### src/source/frame_pkg.sv
package frame_pkg;

    // sensor size used when the top level is not overridden
    parameter int SENSOR_X_DEF = 720;
    parameter int SENSOR_Y_DEF = 720;

    // frame tracker states
    typedef enum logic [1:0] {
        st_idle     = 2'd0,   // outside a frame
        st_in_line  = 2'd1,   // frame and line strobes both high
        st_line_gap = 2'd2    // inside the frame, between lines
    } sync_state_t;

endpackage

### src/source/frame_sync_fsm.sv
`timescale 1ns/100ps

module frame_sync_fsm (
    input  logic clk,
    input  logic resetn,
    input  logic frame_valid_i,
    input  logic line_valid_i,
    output logic eol_o,
    output logic eof_o
);
    import frame_pkg::*;

    sync_state_t state;

    // state holds the last sampled strobes, pulses come out registered
    always_ff @(posedge clk) begin
        if (!resetn) begin
            state <= st_idle;
            eol_o <= 1'b0;
            eof_o <= 1'b0;
        end else begin
            eol_o <= 1'b0;
            eof_o <= 1'b0;
            case (state)
                st_idle: begin
                    if (frame_valid_i) begin
                        state <= line_valid_i ? st_in_line : st_line_gap;
                    end
                end
                st_in_line: begin
                    if (!frame_valid_i) begin
                        // both strobes dropped together
                        state <= st_idle;
                        eol_o <= 1'b1;
                        eof_o <= 1'b1;
                    end else if (!line_valid_i) begin
                        state <= st_line_gap;
                        eol_o <= 1'b1;
                    end
                end
                st_line_gap: begin
                    if (!frame_valid_i) begin
                        state <= st_idle;
                        eof_o <= 1'b1;
                    end else if (line_valid_i) begin
                        state <= st_in_line;
                    end
                end
                default: state <= st_idle;
            endcase
        end
    end

    // a line can only run inside a frame
    a_line_in_frame: assert property (@(posedge clk) disable iff (!resetn)
        line_valid_i |-> frame_valid_i);

endmodule

### config.mk
export PLATFORM = sky130hd
export DESIGN_NAME = frame_sync_fsm
export DESIGN_NICKNAME = d
export VERILOG_FILES = /design/src/source/frame_pkg.sv /design/src/source/frame_sync_fsm.sv
export SDC_FILE = /design/constraint.sdc
export NUM_CORES = 1
export LEC_CHECK = 0
export ABC_CLOCK_PERIOD_IN_PS = 1600
export BUFFER_PORTS_ARGS = -buffer_cell sky130_fd_sc_hd__buf_2
export CORE_AREA = 5 5 42 44
export CTS_BUF_LIST = sky130_fd_sc_hd__clkbuf_16
export DETAILED_ROUTE_END_ITERATION = 10
export DIE_AREA = 0 0 47 49
export GPL_ROUTABILITY_DRIVEN = 0
export SLEW_MARGIN = 10
export SYNTH_ARGS = -nofsm -noshare
export SYNTH_HDL_FRONTEND = slang
export SYNTH_SLANG_ARGS = --single-unit
### constraint.sdc
create_clock -name clk -period 1.6 [get_ports clk]
set_clock_uncertainty 0.05 [all_clocks]
set_input_delay 0.32 -clock clk [delete_from_list [all_inputs] [get_ports clk]]
set_output_delay 0.32 -clock clk [all_outputs]
set_load 0.02 [all_outputs]
==> results.toml <==
[run_status]
status = "finished clean"

[sta]
maxSlewHeadroom = 0.8363
tightest_slew_ps = 244.8
clock.fmax_mhz = 763.3
hold_violations = 0
min_period_ps = 1310
fin_setup_tns_ps = 0
rsz0062_at_grt = "false"
worst_slack_ps = 289.9
maxSlewViolCount = 0
post-route-period-util = 0.8188
setup_violations = 0

[yosys]
yosysTopAreaCell = "dfxtp_1"
synth_seq_cells = 4
yosys-mux-area-fraction = 0.04124
synth_xor_area_frac = 0
synth_top_family_by_area = "simple AND/OR/NAND/NOR gates"
netlist-cell-type-count = 13
synth_top_area_share = 0.3299
synth_area_leaders = "dfxtp_1 33%, ha_1 21%, a41o_1 8.2%"
syn_nets = 31
synthCells = 23
synth-simple-area-share = 0.2887
synth_seq_area_share = 0.3299
synthAdderAreaFrac = 0.2062
avgSynthCellArea_sq_um = 10.55
yosysWarnings = 0
synth_compound_area_frac = 0.1031
syn_area_sq_um = 242.7

[worst_hold_path]
hold_depth = 2
hold_path.class = "in -> reg"

[critical_path]
cp_max_fo = 4
reg2reg_slack_ps = 290
setup.worst_path.start_class = "flip-flop"
crit_required_ps = 1660
crit_type = "reg -> reg"
end_kind = "flip-flop"
r2r.worst_path.cells = 4
crit_arrival_ps = 1370

[placement]
post-dp-hpwl_microns = 373.6
pre_cts_ws_ps = 288.7
io_buffers = 5

[detailed_routing]
postRouteAntennaNets = 0
avgRoutedWirePerCell_microns = 9.617
drt_iter0_drc = 0
dr.pass1.iters = 1
vias_per_cell = 4.000
drc_errors = 0
via_count = 188
drt-total-wl_microns = 452

[global_route]
grt_usage = 0.05144
gr-usage-met2 = 0.06561
first_global_vias = 197
grt_max_degree = 6
grt_pass1_wl_microns = 772
grt_util_met3 = 0.06642
antenna_found_initial = 0
gr-total-overflow = 0
top_usage_layer = "met3"
use_met1 = 0.05066

[pwr]
ir_worst_vdd_mv = 0.7408
power.density_nw_per_um2 = 1495
p_leak_nw = 0.1793

[floorplan]
die_y_microns = 49
start_util = 0.1732
die_w_microns = 47
ioPinCount = 6
rows = 14
core_sq_um = 1401
fp.dieArea_sq_um = 2303

[clocking]
clockBufferDepth = 2
clk_pin_slew_ps = 30
post_cts_resized = 0
cts.htree.levels = 1
cts_inserted_buffers = 3
postCtsSetupBuffers = 0
cts_root_buf = "clkbuf_16"
hold_buffers = 0
clkLatencyLatePin_ps = 220
cts_tree = "yes"
clock_sinks = 4

[finish]
areaGrowthSynthToFinish_pct = 49.48
antennaDiodeCount = 0
drive_gt1_frac = 0.3871
layout.nets = 41

[run]
cap_violations = 0
==> cells by family (layout without fill, tap and decap cells) <==
group / count (synthesis) / after routing
muxes: 1 / 1
buffers and inverters: 2 / 10
AOI/OAI and AO/OA: 3 / 3
and+or+nand+nor: 9 / 9
adders and majority gates: 4 / 4
DFF: 4 / 4
==> cell usage after synthesis <==
cell and instances:
a41o_1 2, nor4b_2 1, mux2i_1 1, and3b_2 1, nand2_1 2, nand3b_2 1
dfxtp_1 4, nor4_2 1, inv_1 2, nor2_1 2, ha_1 4, a21oi_1 1
or2_1 1
==> area by class of cell <==
cell class / instances / area [sq um]
Inverter: 2 / 7.507
Fill cell: 154 / 1039
Sequential cell: 4 / 80.08
Clock buffer: 3 / 75.07
Timing Repair Buffer: 5 / 25.02
Multi-Input combinational cell: 17 / 155.1
Tap cell: 16 / 20.02
==> per-stage QoR <==
step           hold slack (ps)  power [mW]  cell area [sq um]  instances    util
6_report                 288.8      0.5424              362.8         47  0.2589
5_1_grt                  295.8      0.5695              362.8         47  0.2589
4_1_cts                  292.1      0.5503              362.8         47  0.2589
3_5_place_dp             508.4      0.1621              287.8         44  0.2054
3_3_place_gp             499.0      0.1620              287.8         44  0.2054
2_1_floorplan            357.5      0.1456              242.7         23       -
==> metal layers <==
layer	part of all wire	wire length, microns	vias to the layer above
met5	0	0	-
met1	0.42	192	82
li1	-	-	99
met2	0.42	190	7
met3	0.15	69	0
met4	0	0	0
==> flip-flops by register name (all words and copies together), names as in the netlist <==
name and cells:
state 2, eof_o 1, eol_o 1
==> final timing paths <==
path / from / endpoint
worst max-delay path: state[0]$_SDFFE_PN0P_ / state[0]$_SDFFE_PN0P_
worst min-delay path: line_valid_i / eol_o$_SDFF_PN0_
worst max register to register: state[0]$_SDFFE_PN0P_ / state[0]$_SDFFE_PN0P_
worst min register to register: state[0]$_SDFFE_PN0P_ / state[0]$_SDFFE_PN0P_
==> report_power, final <==
group	leakage [nW]	internal (mW)	switching, mW
registers	0.0326	0.107	0.00450
logic	0.110	0.0220	0.0276
clock network	0.0370	0.319	0.0630
total	0.179	0.447	0.0951
==> worst max-delay path, stage by stage, from the launching register on <==
cell	delay [ps]
dfxtp_1	360
inv_1	80
ha_1	220
or2_1	250
a41o_1	240
==> cell usage in the layout (no fill, tap or decap), drive strengths merged, types with 2 or more instances in the layout <==
| cell | synthesis | routed |
|---|---|---|
| dfxtp | 4 | 4 |
| nor2 | 2 | 2 |
| nand2 | 2 | 2 |
| inv | 2 | 2 |
| ha | 4 | 4 |
| a41o | 2 | 2 |
| clkbuf | 0 | 3 |
| buf | 0 | 5 |
Power figures use the tool's default switching activity.
