$ cat config.mk
export PLATFORM = sky130hd
export DESIGN_NAME = chroma_subsampler
export DESIGN_NICKNAME = d
export VERILOG_FILES = /design/src/source/pix_pkg.sv /design/src/source/frame_pkg.sv /design/src/source/chroma_subsampler.sv
export SDC_FILE = /design/constraint.sdc
export NUM_CORES = 1
export LEC_CHECK = 0
export ABC_AREA = 1
export CAP_MARGIN = 20
export CORE_AREA = 2 2 93 95
export CTS_BUF_LIST = sky130_fd_sc_hd__clkbuf_8 sky130_fd_sc_hd__clkbuf_16
export DETAILED_ROUTE_END_ITERATION = 7
export DIE_AREA = 0 0 95 97
export DONT_BUFFER_PORTS = 1
export PLACE_DENSITY = 0.7
export SETUP_SLACK_MARGIN = 0.5
export SLEW_MARGIN = 25
export SYNTH_ARGS = -nofsm -noshare
export SYNTH_HDL_FRONTEND = slang
export SYNTH_SLANG_ARGS = --single-unit
$ cat constraint.sdc
create_clock -name clk -period 7.25 [get_ports clk]
set_input_delay 0 -clock clk [delete_from_list [all_inputs] [get_ports clk]]
set_output_delay 0 -clock clk [all_outputs]
set_load 0.005 [all_outputs]
$ cat src/source/pix_pkg.sv
package pix_pkg;

    // bits per colour component
    parameter int DW = 8;

    // sum of two components needs one more bit
    parameter int LW = DW + 1;

    // index into the three-component pixel arrays
    typedef enum logic [1:0] {
        comp_y = 2'd0,   // luma, passes through
        comp_u = 2'd1,   // blue difference
        comp_v = 2'd2    // red difference
    } comp_idx_t;

endpackage

$ cat src/source/frame_pkg.sv
package frame_pkg;

    // sensor size used when the top level is not overridden
    parameter int SENSOR_X_DEF = 720;
    parameter int SENSOR_Y_DEF = 720;

    // frame tracker states
    typedef enum logic [1:0] {
        st_idle     = 2'd0,   // outside a frame
        st_in_line  = 2'd1,   // frame and line strobes both high
        st_line_gap = 2'd2    // inside the frame, between lines
    } sync_state_t;

endpackage

$ cat src/source/chroma_subsampler.sv
`timescale 1ns/100ps

module chroma_subsampler #(
    parameter int SENSOR_X_SIZE = frame_pkg::SENSOR_X_DEF,
    parameter int SENSOR_Y_SIZE = frame_pkg::SENSOR_Y_DEF
) (
    input  logic                             clk,
    input  logic                             resetn,
    input  logic [pix_pkg::DW-1:0]           pix_i [3],
    input  logic                             pix_valid_i,
    input  logic                             accept_i,
    input  logic                             hold_i,
    input  logic                             eof_i,
    input  logic [$clog2(SENSOR_X_SIZE)-1:0] pixel_count_i,
    input  logic [$clog2(SENSOR_Y_SIZE)-1:0] line_count_i,
    output logic                             lb_we_o,
    output logic                             lb_re_o,
    output logic [1:0][pix_pkg::LW-1:0]      lb_wdata_o,
    input  logic [1:0][pix_pkg::LW-1:0]      lb_rdata_i,
    output logic [pix_pkg::DW-1:0]           pix_o [3],
    output logic [2:0]                       pix_valid_o,
    output logic                             eof_o,
    output logic [$clog2(SENSOR_X_SIZE)-1:0] pixel_count_o,
    output logic [$clog2(SENSOR_Y_SIZE)-1:0] line_count_o
);
    import pix_pkg::*;

    logic               odd_pix;
    logic               odd_line;
    logic               emit_uv;     // odd pixel of an odd line
    logic [DW-1:0]      u_half;      // even pixel chroma waits here
    logic [DW-1:0]      v_half;
    logic [1:0][LW-1:0] pair_sum;
    logic [LW:0]        u_blk;       // four samples plus rounding
    logic [LW:0]        v_blk;
    logic               eof_pend;    // eof seen while held

    assign odd_pix = pixel_count_i[0];
    assign odd_line = line_count_i[0];
    assign emit_uv = accept_i & odd_pix & odd_line;

    // horizontal pair sums of the current line
    assign pair_sum[0] = LW'(u_half) + LW'(pix_i[comp_u]);
    assign pair_sum[1] = LW'(v_half) + LW'(pix_i[comp_v]);

    // add the stored sums of the line above, +2 to round
    assign u_blk = (LW+1)'(lb_rdata_i[0]) + (LW+1)'(pair_sum[0]) + (LW+1)'(2);
    assign v_blk = (LW+1)'(lb_rdata_i[1]) + (LW+1)'(pair_sum[1]) + (LW+1)'(2);

    // even lines store their sums, odd lines fetch them at the even pixel
    assign lb_wdata_o = pair_sum;
    assign lb_we_o = accept_i & odd_pix & ~odd_line;
    assign lb_re_o = accept_i & ~odd_pix & odd_line;

    always_ff @(posedge clk) begin
        if (accept_i && !odd_pix) begin
            u_half <= pix_i[comp_u];
            v_half <= pix_i[comp_v];
        end
    end

    // output payload, only loaded by an accepted pixel
    always_ff @(posedge clk) begin
        if (accept_i) begin
            pix_o[comp_y] <= pix_i[comp_y];   // luma untouched
            pixel_count_o <= pixel_count_i;
            line_count_o <= line_count_i;
        end
        if (emit_uv) begin
            pix_o[comp_u] <= u_blk[LW:2];     // divide by four
            pix_o[comp_v] <= v_blk[LW:2];
        end
    end

    // valids and eof freeze while the sink holds
    always_ff @(posedge clk) begin
        if (!resetn) begin
            pix_valid_o <= '0;
            eof_o <= 1'b0;
            eof_pend <= 1'b0;
        end else if (!hold_i) begin
            pix_valid_o[comp_y] <= accept_i;
            pix_valid_o[comp_u] <= emit_uv;
            pix_valid_o[comp_v] <= emit_uv;
            eof_o <= eof_i | eof_pend;
            eof_pend <= 1'b0;
        end else if (eof_i) begin
            eof_pend <= 1'b1;   // deliver once hold drops
        end
    end

    // accept from the top has to agree with the input handshake
    a_accept_handshake: assert property (@(posedge clk) disable iff (!resetn)
        accept_i |-> (pix_valid_i && !hold_i));

endmodule

==> Implementation_results.wiki, run 1 <==
{| class="wikitable"
! Metric !! Value
|-
| Run status || finished clean
|-
| Most instantiated flip-flop cell in the synthesis netlist || edfxtp_1
|-
| CP Max Fanout || 5
|-
| FF+latch count, synth || 64
|-
| Count of buffers from port buffering || 0
|-
| Count of cells along the worst hold path || 1
|-
| Root cell of the clock tree || clkbuf_8
|-
| Placeable core region || 8134 µm²
|-
| Fraction of the yosys area taken by sequential cells || 0.5228
|-
| Number of gates resized after cts || 0
|-
| Insertion delay to the later sink of the worst-skew pair || 0.33 ns
|-
| Remaining design rule violation count || 0
|-
| TritonCTS clock tree || built
|-
| Library cell contributing the largest single delay on the critical path || fa_1
|-
| Main area contributors after synthesis || edfxtp_1, ha_1, nand2_1
|-
| Library cell appearing most often on the critical path || nand2_1
|-
| Yosys cell types || 23
|-
| Pwr/cell area || 258.1 nW/µm²
|-
| Drt first pass iters || 8
|-
| Final-report setup violation count || 0
|-
| Asr flop ratio synth || 0
|-
| Most frequently used cell type in the post-synthesis netlist || nand2_1
|-
| CP required || 7.35 ns
|-
| Worst slew slack as a fraction of its limit || 0.6069
|-
| Number of flops mapped to enable cells by yosys || 60
|-
| Number of nets still failing antenna checks after routing || 0
|-
| Biggest area consumer among synthesized cells || edfxtp_1
|-
| Starting density of the core || 0.4425
|-
| Max IR drop VDD || 121.3 µV
|-
| Worst Min Path Start || line_count_i[0]
|-
| Final Max Slew Viols || 0
|-
| Final estimated routing congestion in global placement || 0.8179
|-
| Number of antenna violations at the first check in global routing || 0
|-
| Final routed wire length divided by cell count || 14.62 µm
|-
| Area share of the largest cell type after synthesis || 0.5005
|-
| Min Clock Period, post-route || 2.930 ns
|-
| Crit start category || flip-flop
|-
| Synthesized netlist cell count || 351
|-
| Count of boundary I/O pins || 136
|-
| DR vias/cell || 4.908
|-
| Max Clk Rate || 341.3 MHz
|-
| Synth cell count leaders || nand2_1, edfxtp_1, inv_1
|-
| Detailed placement HPWL || 5.935 mm
|-
| Filler cell count in the final layout || 671
|-
| RSZ-0062 raised after global routing || no
|-
| Synth Warn # || 0
|-
| Final hold vios || 0
|-
| DIE AREA || 9215 µm²
|-
| Worst path cell trace || ha_1, fa_1, nand3_1, nand2_1, nand2_1, nand2_1, nand2_1, nand2_1, ha_1, ha_1, nand2_1, inv_1, a21oi_1, nand2_1, nand2_1, nand2_1
|-
| Worst hold path type || primary input to primary output
|-
| DIE WIDTH || 95 µm
|-
| Number of placement rows || 33
|-
| Area of the multi-input gates || 1503 µm²
|-
| Nature of the critical path endpoint || flip-flop
|-
| Clock-pin slew of the registers on the worst-case setup and hold paths || 0.07 ns
|-
| Die Height || 97 µm
|-
| Maximum count of clock buffers along a single path || 2
|-
| Worst setup startpoint || v_half[0]
|-
| Reg-to-Reg End || pix_o[6]
|-
| Number of antenna repair diodes || 0
|-
| Global-route usage over all layers || 0.1675
|-
| Endpoint of the worst hold-timing path || lb_we_o
|-
| Launch point of the worst reg-to-reg path || v_half[0]
|-
| Period Utilization, post-route || 0.4041
|-
| Worst setup slack after placement || 4.322 ns
|-
| Reported max-cap violation count || 0
|-
| Number of nets in the layout || 531
|-
| Via count || 2567
|-
| Total nets after synthesis || 469
|-
| Count of routing violations after the opening detailed-route iteration || 68
|-
| Measured slew at the worst slew-check pin || 0.5891 ns
|-
| Post-route worst setup slack || 4.320 ns
|-
| Number of clock buffers inserted by TritonCTS || 9
|-
| Final setup TNS || 0 ns
|-
| Post-synthesis area per instance || 10.26 µm²
|-
| H-Tree Depth || 3
|-
| Delay of the slowest critical-path stage || 0.41 ns
|-
| First-pass GRT wire length || 11.81 mm
|-
| Final WL || 7.646 mm
|-
| Leakage power total || 0.002132 µW
|-
| Critical path type || flip-flop to flip-flop
|-
| Clock net sink count || 64
|-
| Global route overflow || 0
|-
| Postcts setup bufs || 0
|-
| R2R Setup Slk || 4.32 ns
|-
| Arrival time at the worst endpoint || 3.03 ns
|-
| Area of the mapped netlist || 3600 µm²
|-
| Maximum number of pins on one net before global-route repair || 31
|-
| Layout cells sized above 1 || 0.05502
|-
| Register area || 1882 µm²
|-
| Setup skew after layout || 0.008096 ns
|-
| Number of cell instances on the worst register-to-register path || 16
|-
| Number of global-route vias before repair || 2563
|-
| Area growth from synthesis to layout || 24.85%
|}
## sequential cells by signal, indices dropped and copies added, names as in the netlist
signal,cells
eof_o,1
eof_pend,1
line_count_o,10
pix_o,24
pix_valid_o,2
pixel_count_o,10
u_half,8
v_half,8
## how the worst max path moves through the flow
stage | to | slack (ns)
final | pix_o[6] | 4.32
after global placement | pix_o[15] | 4.37
after floorplan | pix_o[7] | 4.58
after detailed placement | pix_o[15] | 4.32
after CTS | pix_o[14] | 4.31
after global routing | pix_o[7] | 4.09
## report_power, final
group	switching, µW	total [µW]	internal [µW]
Sequential	15.4	468	452
Clock	143	373	230
Combinational	186	320	134
Total	344	1160	816
## metrics by stage
step	hold slack, ns	instance area, µm²	std cells	total power [µW]	util
final	0.03347	4494	523	1160	0.5525
after global routing	0.03877	4494	523	1246	0.5525
after CTS	0.03111	4494	523	1176	0.5525
after detailed placement	0.03467	3731	456	770.6	0.4587
after global placement	0.03521	3731	456	761.0	0.4587
after floorplan	0.03110	3600	351	708.2	-
## repair_timing
item,4_1_cts,5_1_grt
setup endpoints to repair,0,0
hold buffers,51,0
endpoints found under the hold margin,76,0
## cells by family after synthesis
family                     share of synthesized area
and+or+nand+nor                               0.1623
AOI/OAI and AO/OA                            0.04380
xor gates and xnor gates                     0.02920
DFF                                           0.5228
adders and majority gates                     0.1821
buffers and inverters                        0.05978
## worst max-delay path, delay by kind of cell (launching register included)
kind                     cells  cell delay [ns]
adder cells (fa/ha/maj)      4             1.29
AND/OR/NAND/NOR             10             0.79
flip-flops                   1             0.37
AO/OA/AOI/OAI                1             0.18
buffers and inverters        1             0.04
## placed cells by master, fill, tap and decap left out, types with 4 or more instances in the layout
master and count:
edfxtp_1 60, a21o_1 6, dlygate4sd3_1 50, nand3_1 24, a21oi_1 16, nand2_1 99
clkbuf_8 9, inv_1 52, ha_1 46, fa_1 4, dfxtp_1 4, xor2_1 10
nor2_1 14
## per-layer routing
layer,up-vias,routed length [µm],GRT usage
met4,0,57,0.05686
met3,4,601,0.05763
met1,1157,3308,0.1904
li1,1293,-,-
met2,113,3678,0.2891
met5,-,0,0
## final cells by class
class	instances	share of cell area
Clock buffer	9	0.02756
Clock inverter	7	0.02645
Inverter	55	0.04621
Multi-Input combinational cell	231	0.3344
Sequential cell	64	0.4187
Tap cell	105	0.02923
Timing Repair Buffer	52	0.1175
(Power assumes the default switching activity.)
==> run 2: changes to the inputs <==
--- a/config.mk
+++ b/config.mk
@@ -5,14 +5,14 @@
 export SDC_FILE = /design/constraint.sdc
 export NUM_CORES = 1
 export LEC_CHECK = 0
-export ABC_AREA = 1
+export ABC_AREA = 0
 export CAP_MARGIN = 20
-export CORE_AREA = 2 2 93 95
+export CORE_AREA = 2 2 90 92
 export CTS_BUF_LIST = sky130_fd_sc_hd__clkbuf_8 sky130_fd_sc_hd__clkbuf_16
 export DETAILED_ROUTE_END_ITERATION = 7
-export DIE_AREA = 0 0 95 97
+export DIE_AREA = 0 0 92 94
 export DONT_BUFFER_PORTS = 1
-export PLACE_DENSITY = 0.7
+export PLACE_DENSITY = 0.72
 export SETUP_SLACK_MARGIN = 0.5
 export SLEW_MARGIN = 25
 export SYNTH_ARGS = -nofsm -noshare
==> constraint.sdc (replaced) <==
create_clock -name clk -period 2.5 [get_ports clk]
set_input_delay 0 -clock clk [delete_from_list [all_inputs] [get_ports clk]]
set_output_delay 0 -clock clk [all_outputs]
set_load 0.005 [all_outputs]
==> run 2 against run 1 <==
  * The flow now finishes with violations (negative setup slack)
  * Clock power grew to 2.6 times the previous value
  * Global-route usage is 1.5 points higher
  * Combinational power grew to 6.4 times the previous value
  * Synthesized cell count decreased by 30%
  * Non-clock buffer count rose by 102
  * Register-to-register slack got worse by 5.2 ns
  * Sequential power rose to 2.9 times the previous value
  * Largest cell class is now multi-input combinational cells
==> Implementation_results.wiki, run 2 <==
{| class="wikitable"
! Metric !! Value
|-
| Main area contributors after synthesis || edfxtp_1, ha_1, xnor2_1
|-
| First-pass GRT wire length || 11.96 mm
|-
| Failing checks || negative setup slack
|-
| H-Tree Depth || 3
|-
| Period Utilization, post-route || 1.358
|-
| Yosys cell types || 39
|-
| Starting density of the core || 0.4442
|-
| Pwr/cell area || 771.9 nW/µm²
|-
| Most common library cell in the layout ignoring fill and taps || buf_4
|-
| Worst hold path type || primary input to flip-flop
|-
| Register area || 1882 µm²
|-
| Count of routing violations after the opening detailed-route iteration || 47
|-
| Number of cell instances on the worst register-to-register path || 13
|-
| Nature of the critical path endpoint || flip-flop
|-
| Arrival time at the worst endpoint || 3.46 ns
|-
| Area growth from synthesis to layout || 68.79%
|-
| Synth cell count leaders || edfxtp_1, ha_1, xnor2_1
|-
| Number of global-route vias before repair || 2561
|-
| Measured slew at the worst slew-check pin || 0.8859 ns
|-
| Post-synthesis area per instance || 13.85 µm²
|-
| Highest metal used || met4
|-
| Placement Cell Area || 4200 µm²
|-
| Global route overflow || 0
|-
| Filler cell count in the final layout || 447
|-
| Area of the mapped netlist || 3379 µm²
|-
| Run status || finished, violations left
|-
| TritonCTS clock tree || built
|-
| Crit start category || flip-flop
|-
| Detailed placement HPWL || 5.699 mm
|-
| Asr flop ratio synth || 0
|-
| Root cell of the clock tree || clkbuf_8
|-
| Metal-1 WL || 3.776 mm
|-
| Synth Warn # || 0
|-
| Worst setup slack after placement || -0.6395 ns
|-
| Count of boundary I/O pins || 136
|-
| Final estimated routing congestion in global placement || 0.8177
|-
| Worst path cell trace || ha_2, fa_2, a21o_1, a21oi_2, o21ai_1, nor2_1, xnor2_1, ha_1, ha_4, nor2b_4, a41o_1, o41ai_2, xnor2_1
|-
| Most instantiated flip-flop cell in the synthesis netlist || edfxtp_1
|-
| Area of the multi-input gates || 2004 µm²
|-
| Register ranked first by flip-flop count || pix_o
|-
| Max Clk Rate || 294.6 MHz
|-
| Adder-cell area share of the yosys netlist || 0.1940
|-
| Top cell family by delay on the critical path || adder cells
|-
| Combinational family with the most area after synthesis || adder cells
|-
| DR vias/cell || 5.101
|-
| Biggest area consumer among synthesized cells || edfxtp_1
|-
| Library cell appearing most often on the critical path || xnor2_1
|-
| CP Buf/Inv Count || 0
|-
| Number of flops mapped to enable cells by yosys || 60
|-
| Most frequent cells in the layout || buf_4, edfxtp_1, dlygate4sd3_1
|-
| Insertion delay to the later sink of the worst-skew pair || 0.34 ns
|-
| Worst path depth || 13
|-
| Final-report setup violation count || 14
|-
| Most frequently used cell type in the post-synthesis netlist || edfxtp_1
|-
| Number of nets still failing antenna checks after routing || 0
|-
| Via count || 2627
|-
| Min Clock Period, post-route || 3.394 ns
|-
| Final standard cell area without fillers || 5704 µm²
|-
| Post-synthesis simple-gate area fraction || 0.06035
|-
| Number of clock buffers inserted by TritonCTS || 9
|-
| Area share of the largest cell type after synthesis || 0.5331
|-
| Synthesized netlist cell count || 244
|-
| Parity-gate share of the synthesized area counting xor and xnor cells || 0.06738
|-
| Placeable core region || 7607 µm²
|-
| Synth Area in Compound Gates || 0.09737
|-
| Layout cells sized above 1 || 0.4891
|-
| Final WL || 9.517 mm
|-
| Setup skew after layout || 0.01233 ns
|-
| Flip-flop count of the largest register, all copies and words added || 24
|-
| Final core utilization || 0.7498
|-
| Library cell contributing the largest single delay on the critical path || edfxtp_1
|-
| Routed met2 length || 5.013 mm
|-
| Clock-pin slew of the registers on the worst-case setup and hold paths || 0.08 ns
|-
| Leakage power total || 0.002364 µW
|-
| RSZ-0062 raised after global routing || yes
|-
| FF+latch count, synth || 64
|-
| Die Height || 94 µm
|-
| Fraction of the yosys area taken by sequential cells || 0.5568
|-
| Final hold vios || 0
|-
| Delay of the slowest critical-path stage || 0.38 ns
|-
| Power, Total || 4403 µW
|-
| Final routed wire length divided by cell count || 18.48 µm
|-
| DIE AREA || 8648 µm²
|-
| Remaining design rule violation count || 0
|-
| Drt first pass iters || 5
|-
| Largest registers || pix_o (24), line_count_o (10), pixel_count_o (10)
|-
| Final Max Slew Viols || 0
|-
| Post-route worst setup slack || -0.8943 ns
|-
| Count of cells along the worst hold path || 1
|-
| Multiplexer share of the synthesized area || 0.006294
|-
| Max IR drop VDD || 435.6 µV
|-
| Number of antenna violations at the first check in global routing || 0
|-
| Worst slew slack as a fraction of its limit || 0.4067
|-
| Number of nets in the layout || 526
|-
| Reported max-cap violation count || 0
|-
| Maximum count of clock buffers along a single path || 2
|-
| Critical path type || flip-flop to flip-flop
|-
| Number of antenna repair diodes || 0
|-
| Met3 layer wire length in the routed design || 595 µm
|-
| Count of buffers from port buffering || 0
|-
| Maximum number of pins on one net before global-route repair || 30
|-
| CP required || 2.57 ns
|-
| CP Max Fanout || 2
|-
| Total nets after synthesis || 362
|-
| Clock net sink count || 64
|-
| Global-route usage over all layers || 0.1824
|-
| DIE WIDTH || 92 µm
|-
| Number of placement rows || 32
|}
run 2: per-stage QoR:
stage / std cells / TNS, ns / hold slack (ns)
after floorplan: 244 / -2.873 / 0.03110
after CTS: 498 / -4.503 / 0.008468
after global placement: 422 / -3.933 / 0.03579
after global routing: 515 / -7.504 / 0.03469
after detailed placement: 422 / -4.518 / 0.03390
final: 515 / -6.254 / 0.02288
run 2: per-layer routing:
metal	up-vias	track usage
met1	1235	0.2031
met4	0	0.07090
met3	14	0.05859
li1	1248	-
met5	-	0
met2	130	0.3254
run 2: where the power goes:
group / switching (µW) / internal [µW]
registers: 47.5 / 1330
clock network: 406 / 561
logic: 844 / 1220
total: 1300 / 3110
run 2: worst register-to-register path: cells and delay by family (launching register included):
kind	cells	cell delay, ns
fa+ha+maj	4	1.12
compound gates	5	1.02
flops	1	0.38
xor+xnor	2	0.34
simple gates	2	0.27
run 2: kinds of logic after synthesis:
| kind of cell | after synthesis |
|---|---|
| compound gates | 47 |
| xor+xnor | 26 |
| fa+ha+maj | 50 |
| buf+inv | 15 |
| flops | 64 |
| mux | 2 |
| simple gates | 40 |
run 2: final timing paths:
check	from	end	slack [ns]
worst max-delay path	v_half[0]	pix_o[7]	-0.89
worst min-delay path	pixel_count_i[0]	u_half[1]	0.02
worst max register to register	v_half[0]	pix_o[7]	-0.89
worst min register to register	eof_pend	eof_o	0.53
run 2: final cells by class:
cell class | instances | area share
clock buffers | 9 | 0.02172
clock inverters | 7 | 0.01689
inverters | 14 | 0.009213
multi-input cells | 165 | 0.3514
flip-flops and latches | 64 | 0.3299
well taps | 102 | 0.02237
repair buffers | 154 | 0.2485
run 2: what timing repair did:
action | in CTS | in global routing
setup buffers | 9 | 17
pin swaps | 26 | 41
gates resized for setup | 44 | 61
hold buffers | 51 | 0
endpoints found under the setup margin | 26 | 26
endpoints found under the hold margin | 76 | 0
