File: src/source/frame_pkg.sv
package frame_pkg;

    // sensor size used when the top level is not overridden
    parameter int SENSOR_X_DEF = 720;
    parameter int SENSOR_Y_DEF = 720;

    // frame tracker states
    typedef enum logic [1:0] {
        st_idle     = 2'd0,   // outside a frame
        st_in_line  = 2'd1,   // frame and line strobes both high
        st_line_gap = 2'd2    // inside the frame, between lines
    } sync_state_t;

endpackage

File: src/source/pixel_line_counter.sv
`timescale 1ns/100ps

module pixel_line_counter #(
    parameter int SENSOR_X_SIZE = frame_pkg::SENSOR_X_DEF,
    parameter int SENSOR_Y_SIZE = frame_pkg::SENSOR_Y_DEF
) (
    input  logic                             clk,
    input  logic                             resetn,
    input  logic                             accept_i,
    input  logic                             eol_i,
    input  logic                             eof_i,
    output logic [$clog2(SENSOR_X_SIZE)-1:0] pixel_count_o,
    output logic [$clog2(SENSOR_Y_SIZE)-1:0] line_count_o
);

    // eof wins over eol when both land in the same cycle
    always_ff @(posedge clk) begin
        if (!resetn || eof_i) begin
            pixel_count_o <= '0;
            line_count_o <= '0;
        end else if (eol_i) begin
            pixel_count_o <= '0;
            line_count_o <= line_count_o + 1'b1;   // next line of the frame
        end else if (accept_i) begin
            pixel_count_o <= pixel_count_o + 1'b1;
        end
    end

    // more pixels than the sensor width means a missed line end
    a_pixel_in_range: assert property (@(posedge clk) disable iff (!resetn)
        pixel_count_o < SENSOR_X_SIZE);

endmodule

File: config.mk
export PLATFORM = sky130hd
export DESIGN_NAME = pixel_line_counter
export DESIGN_NICKNAME = d
export VERILOG_FILES = /design/src/source/frame_pkg.sv /design/src/source/pixel_line_counter.sv
export SDC_FILE = /design/constraint.sdc
export NUM_CORES = 1
export LEC_CHECK = 0
export BUFFER_PORTS_ARGS = -buffer_cell sky130_fd_sc_hd__buf_2
export CORE_AREA = 2 2 46 48
export CTS_BUF_LIST = sky130_fd_sc_hd__clkbuf_4 sky130_fd_sc_hd__clkbuf_8 sky130_fd_sc_hd__clkbuf_16
export DETAILED_ROUTE_END_ITERATION = 8
export DIE_AREA = 0 0 48 50
export PLACE_DENSITY = 0.74
export SLEW_MARGIN = 20
export SYNTH_ARGS = -nofsm -noshare
export SYNTH_HDL_FRONTEND = slang
export SYNTH_SLANG_ARGS = --single-unit
File: constraint.sdc
create_clock -name clk -period 1.59 [get_ports clk]
set_input_delay 0.2385 -clock clk [delete_from_list [all_inputs] [get_ports clk]]
set_output_delay 0.2385 -clock clk [all_outputs]
set_load 0.01 [all_outputs]
==> results of run 1 <==
-- state kept, by name (all words and copies together) (netlist names) --
register and flops:
line_count_o 10, pixel_count_o 10
-- synthesized netlist by cell type --
master	instances	share of area, %
dfxtp_1	20	44
ha_1	2	2.8
mux2_2	1	1.2
and2_1	1	0.69
a21oi_1	9	5.0
xor2_1	5	4.8
nand4_4	2	4.7
o31ai_1	3	2.5
or4_1	3	2.5
xnor2_1	3	2.9
inv_1	1	0.42
clkbuf_1	2	0.83
nor2_1	12	5.0
or3_2	2	1.7
nand3_1	2	1.1
buf_2	1	0.55
or3_1	4	2.8
mux2i_1	2	2.2
nand2_1	7	2.9
or2_2	1	0.69
nand2b_1	1	0.69
o21ai_0	6	3.3
nor4_1	1	0.69
nand4_1	7	4.8
buf_4	1	0.83
-- area by class of cell --
class,instances,area (µm²)
Sequential cell,20,400
Fill cell,184,812
Inverter,1,3.75
Timing Repair Buffer,28,150
Multi-Input combinational cell,74,479
Clock buffer,3,22.5
Tap cell,27,33.8
-- per-stage QoR --
step	hold WS (ns)	cell area [µm²]	setup slack (ns)	total power [mW]
floorplan	0.496	903	0.197	0.544
global placement	0.456	1070	0.208	0.556
detailed placement	0.467	1070	0.152	0.557
CTS	0.297	1090	0.134	0.793
global route	0.340	1090	0.0149	0.812
finish	0.315	1090	0.160	0.781
-- tightest hold or removal path: stages --
cell and delay, ns:
buf_2 0.18, xnor2_1 0.09, nor2_1 0.07
-- power breakdown --
group | switching, mW | internal (mW)
Sequential | 0.00302 | 0.503
Clock | 0.148 | 0.0881
Combinational | 0.0227 | 0.0160
-- cell families after synthesis --
group	count (synthesis)
AOI/OAI and AO/OA	18
buffers and inverters	5
adders and majority gates	2
muxes	3
DFF	20
xor gates and xnor gates	8
and+or+nand+nor	43
-- how the worst max path moves through the flow --
stage | end | from | cells past startpoint
2_1_floorplan | line_count_o[9]$_SDFFE_PP0P_ | line_count_o[2]$_SDFFE_PP0P_ | 3
3_5_place_dp | line_count_o[9]$_SDFFE_PP0P_ | line_count_o[2]$_SDFFE_PP0P_ | 3
6_report | line_count_o[9]$_SDFFE_PP0P_ | line_count_o[2]$_SDFFE_PP0P_ | 3
3_3_place_gp | line_count_o[9]$_SDFFE_PP0P_ | line_count_o[2]$_SDFFE_PP0P_ | 3
4_1_cts | line_count_o[9]$_SDFFE_PP0P_ | line_count_o[2]$_SDFFE_PP0P_ | 3
5_1_grt | line_count_o[9]$_SDFFE_PP0P_ | line_count_o[2]$_SDFFE_PP0P_ | 3
-- routing by layer --
layer | global-route usage [%] | wire, µm | up-vias
met4 | 5.41 | 0 | 0
met2 | 27.3 | 833 | 12
li1 | - | - | 410
met3 | 3.30 | 66 | 0
met1 | 23.9 | 899 | 373
met5 | 0 | 0 | -
==> impl_metrics.tcl, run 1 <==
set metrics [dict create \
    result_of_the_run "complete, no violations" \
    largest_family_of_logic_cells_by_synthesized_area "simple AND/OR/NAND/NOR gates" \
    antenna_found_initial 0 \
    antenna_left 0 \
    critical_path.top_delay_family "simple AND/OR/NAND/NOR gates" \
    clk_transition_reported_paths_ns 0.11 \
    worst_setup_path_end_kind "flop" \
    static-leakage-power_nw 0.447 \
    largest_net_degree_at_the_start_of_global_routing 13 \
    dpl.cell_count 150 \
    slew_violations 0 \
    buffer_ports.inserted 24 \
    crit-reg2reg-launch "line_count_o[2]$_SDFFE_PP0P_" \
    post_cts_hold_buffer_count 0 \
    grt_pass1_wl_um 3090 \
    fp.dieArea_um2 2400 \
    least_margin_pin_slew_ns 0.253 \
    effective_utilization_at_floorplan_pct 47.5 \
    hp-start "accept_i" \
    grt_usage_pct 17.5 \
    synth_cell_type_count 25 \
    worstPathCellList "nand4_4, nor4_1, mux2_2" \
    worst_ep_arrival_time_ns 1.62 \
    timing.slew.headroom_pct 83.0 \
    route.detailed.wl_per_inst_um 11.8 \
    final_util_pct 57.3 \
    layout.cells.most_common "buf_2" \
    fraction_of_synthesized_cell_area_in_xor_and_xnor_cells_pct 7.76 \
    route.detailed.vias_per_inst 5.20 \
    drt_drc_violations_left 0 \
    crit_required_ns 1.78 \
    die_h_um 50 \
    cp_num_buf_inv 0 \
    post_cts_resize_count 0 \
    core.rowCount 16 \
    timing.critical_path.fanout_max 9 \
    detailedPlacementHpwl_um 1300 \
    drive_gt1_share_pct 29.4 \
    routed-via-count 795 \
    synthesis.nets 106 \
    power.density_nw_per_um2 717 \
    fin_crit_sh_pct 89.9 \
    hold_viol 0 \
    yosys_warnings 0 \
    worstSkewPairLatency_ns 0.29 \
    number_of_search_and_repair_iterations_in_the_first_detailed_routing_pass 4 \
    timing.final.crit_period_ns 1.43 \
    h-tree-depth 1 \
    cts-root-to-sink-buffers 2 \
    grt_pass1_vias 741 \
    worst_ir_drop_vdd_v 0.000518 \
    avgSynthCellArea_um2 9.12 \
    grt_setup_unrepaired "false" \
    final_cell_mix "buf_2 (24), dfxtp_1 (20), nor2_1 (12)" \
    top_level_ports 25 \
    clock_sinks 20 \
    timing.critical_path.slowest_cell_delay_ns 0.46 \
    synthAdderAreaFrac_pct 2.77 \
    crit_path_start_kind "flop" \
    cts-root-buf "clkbuf_4" \
    hp-class "in2reg" \
    design.core.area_um2 1900 \
    reg2reg_to "line_count_o[9]$_SDFFE_PP0P_" \
    hold_depth 3 \
    ff2ff_path_depth 3 \
    globalRouteOverflowTotal 0 \
    synth-compound-area-share_pct 10.8 \
    mappedNetlistArea_um2 903 \
    ys_seq_elements 20 \
    area_delta_synth_final_pct 20.6 \
    drt_first_iter_violations 4 \
    antenna_cells_inserted 0 \
    critical_path_class "reg2reg" \
    reg2reg_slack_ns 0.16 \
    layout.cells.non_filler 153 \
    synth_simple_gate_area_share_pct 28.3 \
    place_congestion 0.749 \
    netlist_instances 99 \
    report.final.setup_viol 0 \
    cts_inserted_buffers 3 \
    floorplan.die.width_um 48 \
    tritoncts "yes" \
    clock-skew-final_ns 0.00177 \
    fmaxAchievable_mhz 699 \
    finish.net_count 135 \
    max_cap_violations 0 \
    yosys-mux-area-fraction_pct 3.46 \
    worst_hold_path.endpoint "pixel_count_o[0]$_SDFFE_PP0P_" \
    postCtsSetupRepairBufs 0 \
    seq_area_frac_synth_pct 44.3 \
    drt-total-wl_um 1800 \
    crit_slowest_cell "dfxtp_1" \
    fin_tns_setup_ns 0 \
]
Power figures use the tool's default switching activity.
==> inputs of run 2 (changes only) <==
--- a/config.mk
+++ b/config.mk
@@ -6,11 +6,13 @@
 export NUM_CORES = 1
 export LEC_CHECK = 0
 export BUFFER_PORTS_ARGS = -buffer_cell sky130_fd_sc_hd__buf_2
-export CORE_AREA = 2 2 46 48
+export CELL_PAD_IN_SITES_DETAIL_PLACEMENT = 1
+export CELL_PAD_IN_SITES_GLOBAL_PLACEMENT = 2
+export CORE_AREA = 2 2 82 45
 export CTS_BUF_LIST = sky130_fd_sc_hd__clkbuf_4 sky130_fd_sc_hd__clkbuf_8 sky130_fd_sc_hd__clkbuf_16
 export DETAILED_ROUTE_END_ITERATION = 8
-export DIE_AREA = 0 0 48 50
-export PLACE_DENSITY = 0.74
+export DIE_AREA = 0 0 84 47
+export PLACE_DENSITY_LB_ADDON = 0.1
 export SLEW_MARGIN = 20
 export SYNTH_ARGS = -nofsm -noshare
 export SYNTH_HDL_FRONTEND = slang
==> run 2 against run 1 <==
Critical path depth stayed put. Count of clock-buffer cells in the layout stayed put. First-iteration DRC count grew to 16 times the previous value. Sequential power about the same. Final cell count is 13% higher. Fmax increased by 2.4%. Utilization decreased by 21 points. Clock skew rose by 0.0018 ns. Die area is 65% higher. Sequential share of layout area decreased by 2.4 points.
==> impl_metrics.tcl, run 2 (synthesis results as in run 1) <==
set metrics [dict create \
    grt_pass1_vias 836 \
    reg2reg_to "pixel_count_o[8]$_SDFFE_PP0P_" \
    place_congestion 0.708 \
    routed-via-count 844 \
    top_level_ports 25 \
    drive_gt1_share_pct 32.1 \
    globalRouteOverflowTotal 0 \
    cts-root-to-sink-buffers 2 \
    cts_inserted_buffers 3 \
    worst_ir_drop_vdd_v 0.000364 \
    cp_num_buf_inv 0 \
    final-seq-area_um2 400 \
    crit_path_start "pixel_count_o[4]$_SDFFE_PP0P_" \
    design.core.area_um2 3250 \
    clock-skew-final_ns 0.00359 \
    clk_transition_reported_paths_ns 0.07 \
    effective_utilization_at_floorplan_pct 27.8 \
    grt_usage_pct 14.1 \
    fmaxAchievable_mhz 716 \
    clock_sinks 20 \
    finish.net_count 140 \
    static-leakage-power_nw 0.480 \
    buffer_ports.inserted 24 \
    crit_required_ns 1.78 \
    final_cell_mix "buf_2 (24), dfxtp_1 (20), nor2_1 (12)" \
    route.detailed.wl_per_inst_um 14.8 \
    report.final.setup_viol 0 \
    area_delta_synth_final_pct 28.9 \
    fillers 392 \
    timing.critical_path.fanout_max 8 \
    critical_path_class "reg2reg" \
    max_cap_violations 0 \
    crit_path_start_kind "flop" \
    total_power_mw 0.875 \
    hold_viol 0 \
    grt_setup_unrepaired "false" \
    postCtsSetupRepairBufs 0 \
    fin_tns_setup_ns 0 \
    antenna_left 0 \
    dpl.cell_count 170 \
    post_cts_resize_count 0 \
    worstPathCellList "nand4_4, or4_1, a21oi_1" \
    largest_net_degree_at_the_start_of_global_routing 13 \
    worst_setup_path_endpoint "pixel_count_o[8]$_SDFFE_PP0P_" \
    worstSkewPairLatency_ns 0.25 \
    drt_first_iter_violations 64 \
    slew_violations 0 \
    least_margin_pin_slew_ns 0.310 \
    worst_setup_path_end_kind "flop" \
    largest_registers "line_count_o: 10 flops, pixel_count_o: 10 flops" \
    core.rowCount 15 \
    tritoncts "yes" \
    fin_crit_sh_pct 87.8 \
    layout.cells.most_common "buf_2" \
    timing.slew.headroom_pct 79.2 \
    detailedPlacementHpwl_um 2000 \
    post_cts_hold_buffer_count 0 \
    ff2ff_path_depth 3 \
    fp.dieArea_um2 3950 \
    route.detailed.vias_per_inst 4.88 \
    timing.critical_path.slowest_cell_delay_ns 0.54 \
    h-tree-depth 1 \
    multiInputGateArea_um2 479 \
    reg2reg_slack_ns 0.19 \
    die_h_um 47 \
    power.density_nw_per_um2 751 \
    result_of_the_run "complete, no violations" \
    antenna_cells_inserted 0 \
    drt_drc_violations_left 0 \
    floorplan.die.width_um 84 \
    grt_pass1_wl_um 4160 \
    drt-total-wl_um 2560 \
    layout.cells.non_filler 173 \
    antenna_found_initial 0 \
    crit_slowest_cell "or4_1" \
    cp_num_cells 3 \
    worst_ep_arrival_time_ns 1.59 \
    crit-reg2reg-launch "pixel_count_o[4]$_SDFFE_PP0P_" \
    timing.final.crit_period_ns 1.40 \
    number_of_search_and_repair_iterations_in_the_first_detailed_routing_pass 4 \
    cts-root-buf "clkbuf_8" \
    critical_path.top_delay_family "simple AND/OR/NAND/NOR gates" \
    hp-class "in2reg" \
    finalHoldWorstSlack_ns 0.382 \
]
## run 2: worst min-delay path by stage
stage / slack, ns / endpoint / start / cells past startpoint
global placement: 0.46 / pixel_count_o[9]$_SDFFE_PP0P_ / pixel_count_o[9]$_SDFFE_PP0P_ / 2
CTS: 0.39 / line_count_o[7]$_SDFFE_PP0P_ / eol_i / 4
finish: 0.38 / pixel_count_o[0]$_SDFFE_PP0P_ / accept_i / 3
detailed placement: 0.48 / pixel_count_o[9]$_SDFFE_PP0P_ / pixel_count_o[9]$_SDFFE_PP0P_ / 2
floorplan: 0.50 / pixel_count_o[9]$_SDFFE_PP0P_ / pixel_count_o[9]$_SDFFE_PP0P_ / 2
global route: 0.40 / pixel_count_o[0]$_SDFFE_PP0P_ / accept_i / 3
## run 2: tightest hold or removal path: stages
cell	delay (ns)
buf_2	0.19
xnor2_1	0.09
nor2_1	0.08
## run 2: layer usage
metal / wire [µm] / GRT usage [%] / vias up
li1: - / - / 417
met1: 1500 / 20.4 / 412
met2: 954 / 20.2 / 15
met3: 100 / 4.75 / 0
met4: 0 / 3.87 / 0
met5: 0 / 0 / -
## run 2: through the flow
stage / setup slack, ns / cell area [µm²] / utilization (%)
finish: 0.193 / 1160 / 35.9
global route: 0.105 / 1160 / 35.9
CTS: 0.190 / 1160 / 35.9
detailed placement: 0.208 / 1120 / 34.6
global placement: 0.251 / 1120 / 34.6
floorplan: 0.197 / 903 / -
## run 2: layout make-up
type / count / area share, %
clock buffer: 3 / 3.54
inverter: 1 / 0.322
multi-input combinational: 74 / 41.1
sequential: 20 / 34.4
tap: 42 / 4.51
timing repair buffer: 33 / 16.1
## run 2: power breakdown
group	internal, mW	total [mW]	switching [mW]
clock network	0.169	0.324	0.156
logic	0.0177	0.0438	0.0262
registers	0.503	0.507	0.00321
total	0.690	0.875	0.185
==> inputs of run 3 (changes only) <==
--- a/config.mk
+++ b/config.mk
@@ -8,10 +8,10 @@
 export BUFFER_PORTS_ARGS = -buffer_cell sky130_fd_sc_hd__buf_2
 export CELL_PAD_IN_SITES_DETAIL_PLACEMENT = 1
 export CELL_PAD_IN_SITES_GLOBAL_PLACEMENT = 2
-export CORE_AREA = 2 2 82 45
+export CORE_AREA = 2 2 68 54
 export CTS_BUF_LIST = sky130_fd_sc_hd__clkbuf_4 sky130_fd_sc_hd__clkbuf_8 sky130_fd_sc_hd__clkbuf_16
 export DETAILED_ROUTE_END_ITERATION = 8
-export DIE_AREA = 0 0 84 47
+export DIE_AREA = 0 0 70 56
 export PLACE_DENSITY_LB_ADDON = 0.1
 export SLEW_MARGIN = 20
 export SYNTH_ARGS = -nofsm -noshare
==> run 3 against run 2 <==
Sequential power hardly changed. Count of clock-buffer cells in the layout stayed put. Die area is 0.71% lower. Fmax is 0.82% higher. Utilization is 0.24 points lower. Critical path depth stayed put. Sequential share of layout area is 0.75 points higher. Final area is 2.1% lower. First-iteration DRC count is 59% lower. Clock skew hardly changed. Clock power hardly changed. Critical endpoint is now line_count_o[9]$_SDFFE_PP0P_. Largest cell class unchanged.
==> impl_metrics.tcl, run 3 (synthesis results as in run 1) <==
set metrics [dict create \
    result_of_the_run "complete, no violations" \
    power.density_nw_per_um2 761 \
    timing.final.crit_period_ns 1.39 \
    fp.dieArea_um2 3920 \
    layout.cells.non_filler 168 \
    effective_utilization_at_floorplan_pct 28.2 \
    floorplan.die.width_um 70 \
    postCtsSetupRepairBufs 0 \
    worst_setup_path_end_kind "flop" \
    cts-root-buf "clkbuf_8" \
    slew_violations 0 \
    final_cell_mix "buf_2 (24), dfxtp_1 (20), nor2_1 (12)" \
    fin_crit_sh_pct 87.1 \
    fin_tns_setup_ns 0 \
    post_cts_hold_buffer_count 0 \
    route.detailed.vias_per_inst 4.73 \
    antenna_left 0 \
    routed-via-count 795 \
    hp-class "in2reg" \
    grt_setup_unrepaired "false" \
    least_margin_pin_slew_ns 0.273 \
    largest_registers "line_count_o: 10 flops, pixel_count_o: 10 flops" \
    globalRouteOverflowTotal 0 \
    clk_transition_reported_paths_ns 0.07 \
    drive_gt1_share_pct 30.5 \
    buffer_ports.inserted 24 \
    area_delta_synth_final_pct 26.2 \
    top_level_ports 25 \
    critical_path_class "reg2reg" \
    static-leakage-power_nw 0.465 \
    core.rowCount 18 \
    hold_viol 0 \
    worst_ep_arrival_time_ns 1.53 \
    antenna_found_initial 0 \
    number_of_search_and_repair_iterations_in_the_first_detailed_routing_pass 3 \
    h-tree-depth 1 \
    route.detailed.wl_per_inst_um 13.0 \
    cts_inserted_buffers 3 \
    post_cts_resize_count 0 \
    drt_first_iter_violations 26 \
    timing.critical_path.fanout_max 5 \
    crit_path_start_kind "flop" \
    total_power_mw 0.868 \
    antenna_cells_inserted 0 \
    grt_pass1_vias 750 \
    drt_drc_violations_left 0 \
    layout.cells.most_common "buf_2" \
    dpl.cell_count 165 \
    largest_net_degree_at_the_start_of_global_routing 13 \
    clock_sinks 20 \
    design.core.area_um2 3200 \
    cts-root-to-sink-buffers 2 \
    worstSkewPairLatency_ns 0.25 \
    fmaxAchievable_mhz 722 \
    max_cap_violations 0 \
    drt-total-wl_um 2190 \
    reg2reg_slack_ns 0.20 \
    tritoncts "yes" \
    fillers 396 \
    grt_pass1_wl_um 3770 \
    place_congestion 0.707 \
    grt_usage_pct 11.8 \
    detailedPlacementHpwl_um 1700 \
    clock-skew-final_ns 0.00323 \
    die_h_um 56 \
    timing.slew.headroom_pct 81.6 \
    finish.net_count 137 \
    report.final.setup_viol 0 \
    crit_required_ns 1.74 \
    worst_ir_drop_vdd_v 0.000427 \
]
==> run 3: cell types whose count changed in the layout (fill, tap and decap cells not counted), sizes merged <==
| cell | before | now |
|---|---|---|
| buf | 33 | 30 |
==> run 3: layer usage <==
layer	track usage (%)	vias to the layer above	part of all wire, %
met1	17.3	367	53
met2	16.6	13	42
met5	0	-	0
li1	-	413	-
met3	4.53	2	4.3
met4	1.65	0	0.46
==> run 3: critical path, stage by stage (launching register included) <==
cell and delay (ns):
dfxtp_1 0.45, nand4_4 0.14, nor4_1 0.33, mux2_2 0.36
==> run 3: per-stage QoR <==
step	cell area, µm²	hold WS [ns]	utilization (%)	setup WS [ns]
finish	1140	0.354	35.6	0.205
detailed placement	1100	0.485	34.4	0.208
floorplan	903	0.496	-	0.197
CTS	1140	0.362	35.6	0.192
global route	1140	0.379	35.6	0.105
global placement	1100	0.457	34.4	0.252
==> run 3: final cells by class <==
cell class	count	area, µm²	share of cell area (%)
sequential	20	400	35.1
inverter	1	3.75	0.329
timing repair buffer	30	165	14.5
multi-input combinational	74	479	42.0
tap	40	50.0	4.39
clock buffer	3	41.3	3.62
==> run 3: power by group <==
group | internal [mW] | leakage [nW] | switching, mW
Sequential | 0.503 | 0.161 | 0.00310
Clock | 0.168 | 0.0216 | 0.154
Combinational | 0.0159 | 0.282 | 0.0233
Total | 0.687 | 0.465 | 0.180
==> run 3: final timing paths <==
kind | from | endpoint | depth (start not counted)
worst max-delay path | line_count_o[2]$_SDFFE_PP0P_ | line_count_o[9]$_SDFFE_PP0P_ | 3
worst min-delay path | accept_i | pixel_count_o[0]$_SDFFE_PP0P_ | 3
worst max register to register | line_count_o[2]$_SDFFE_PP0P_ | line_count_o[9]$_SDFFE_PP0P_ | 3
worst min register to register | pixel_count_o[9]$_SDFFE_PP0P_ | pixel_count_o[9]$_SDFFE_PP0P_ | 2
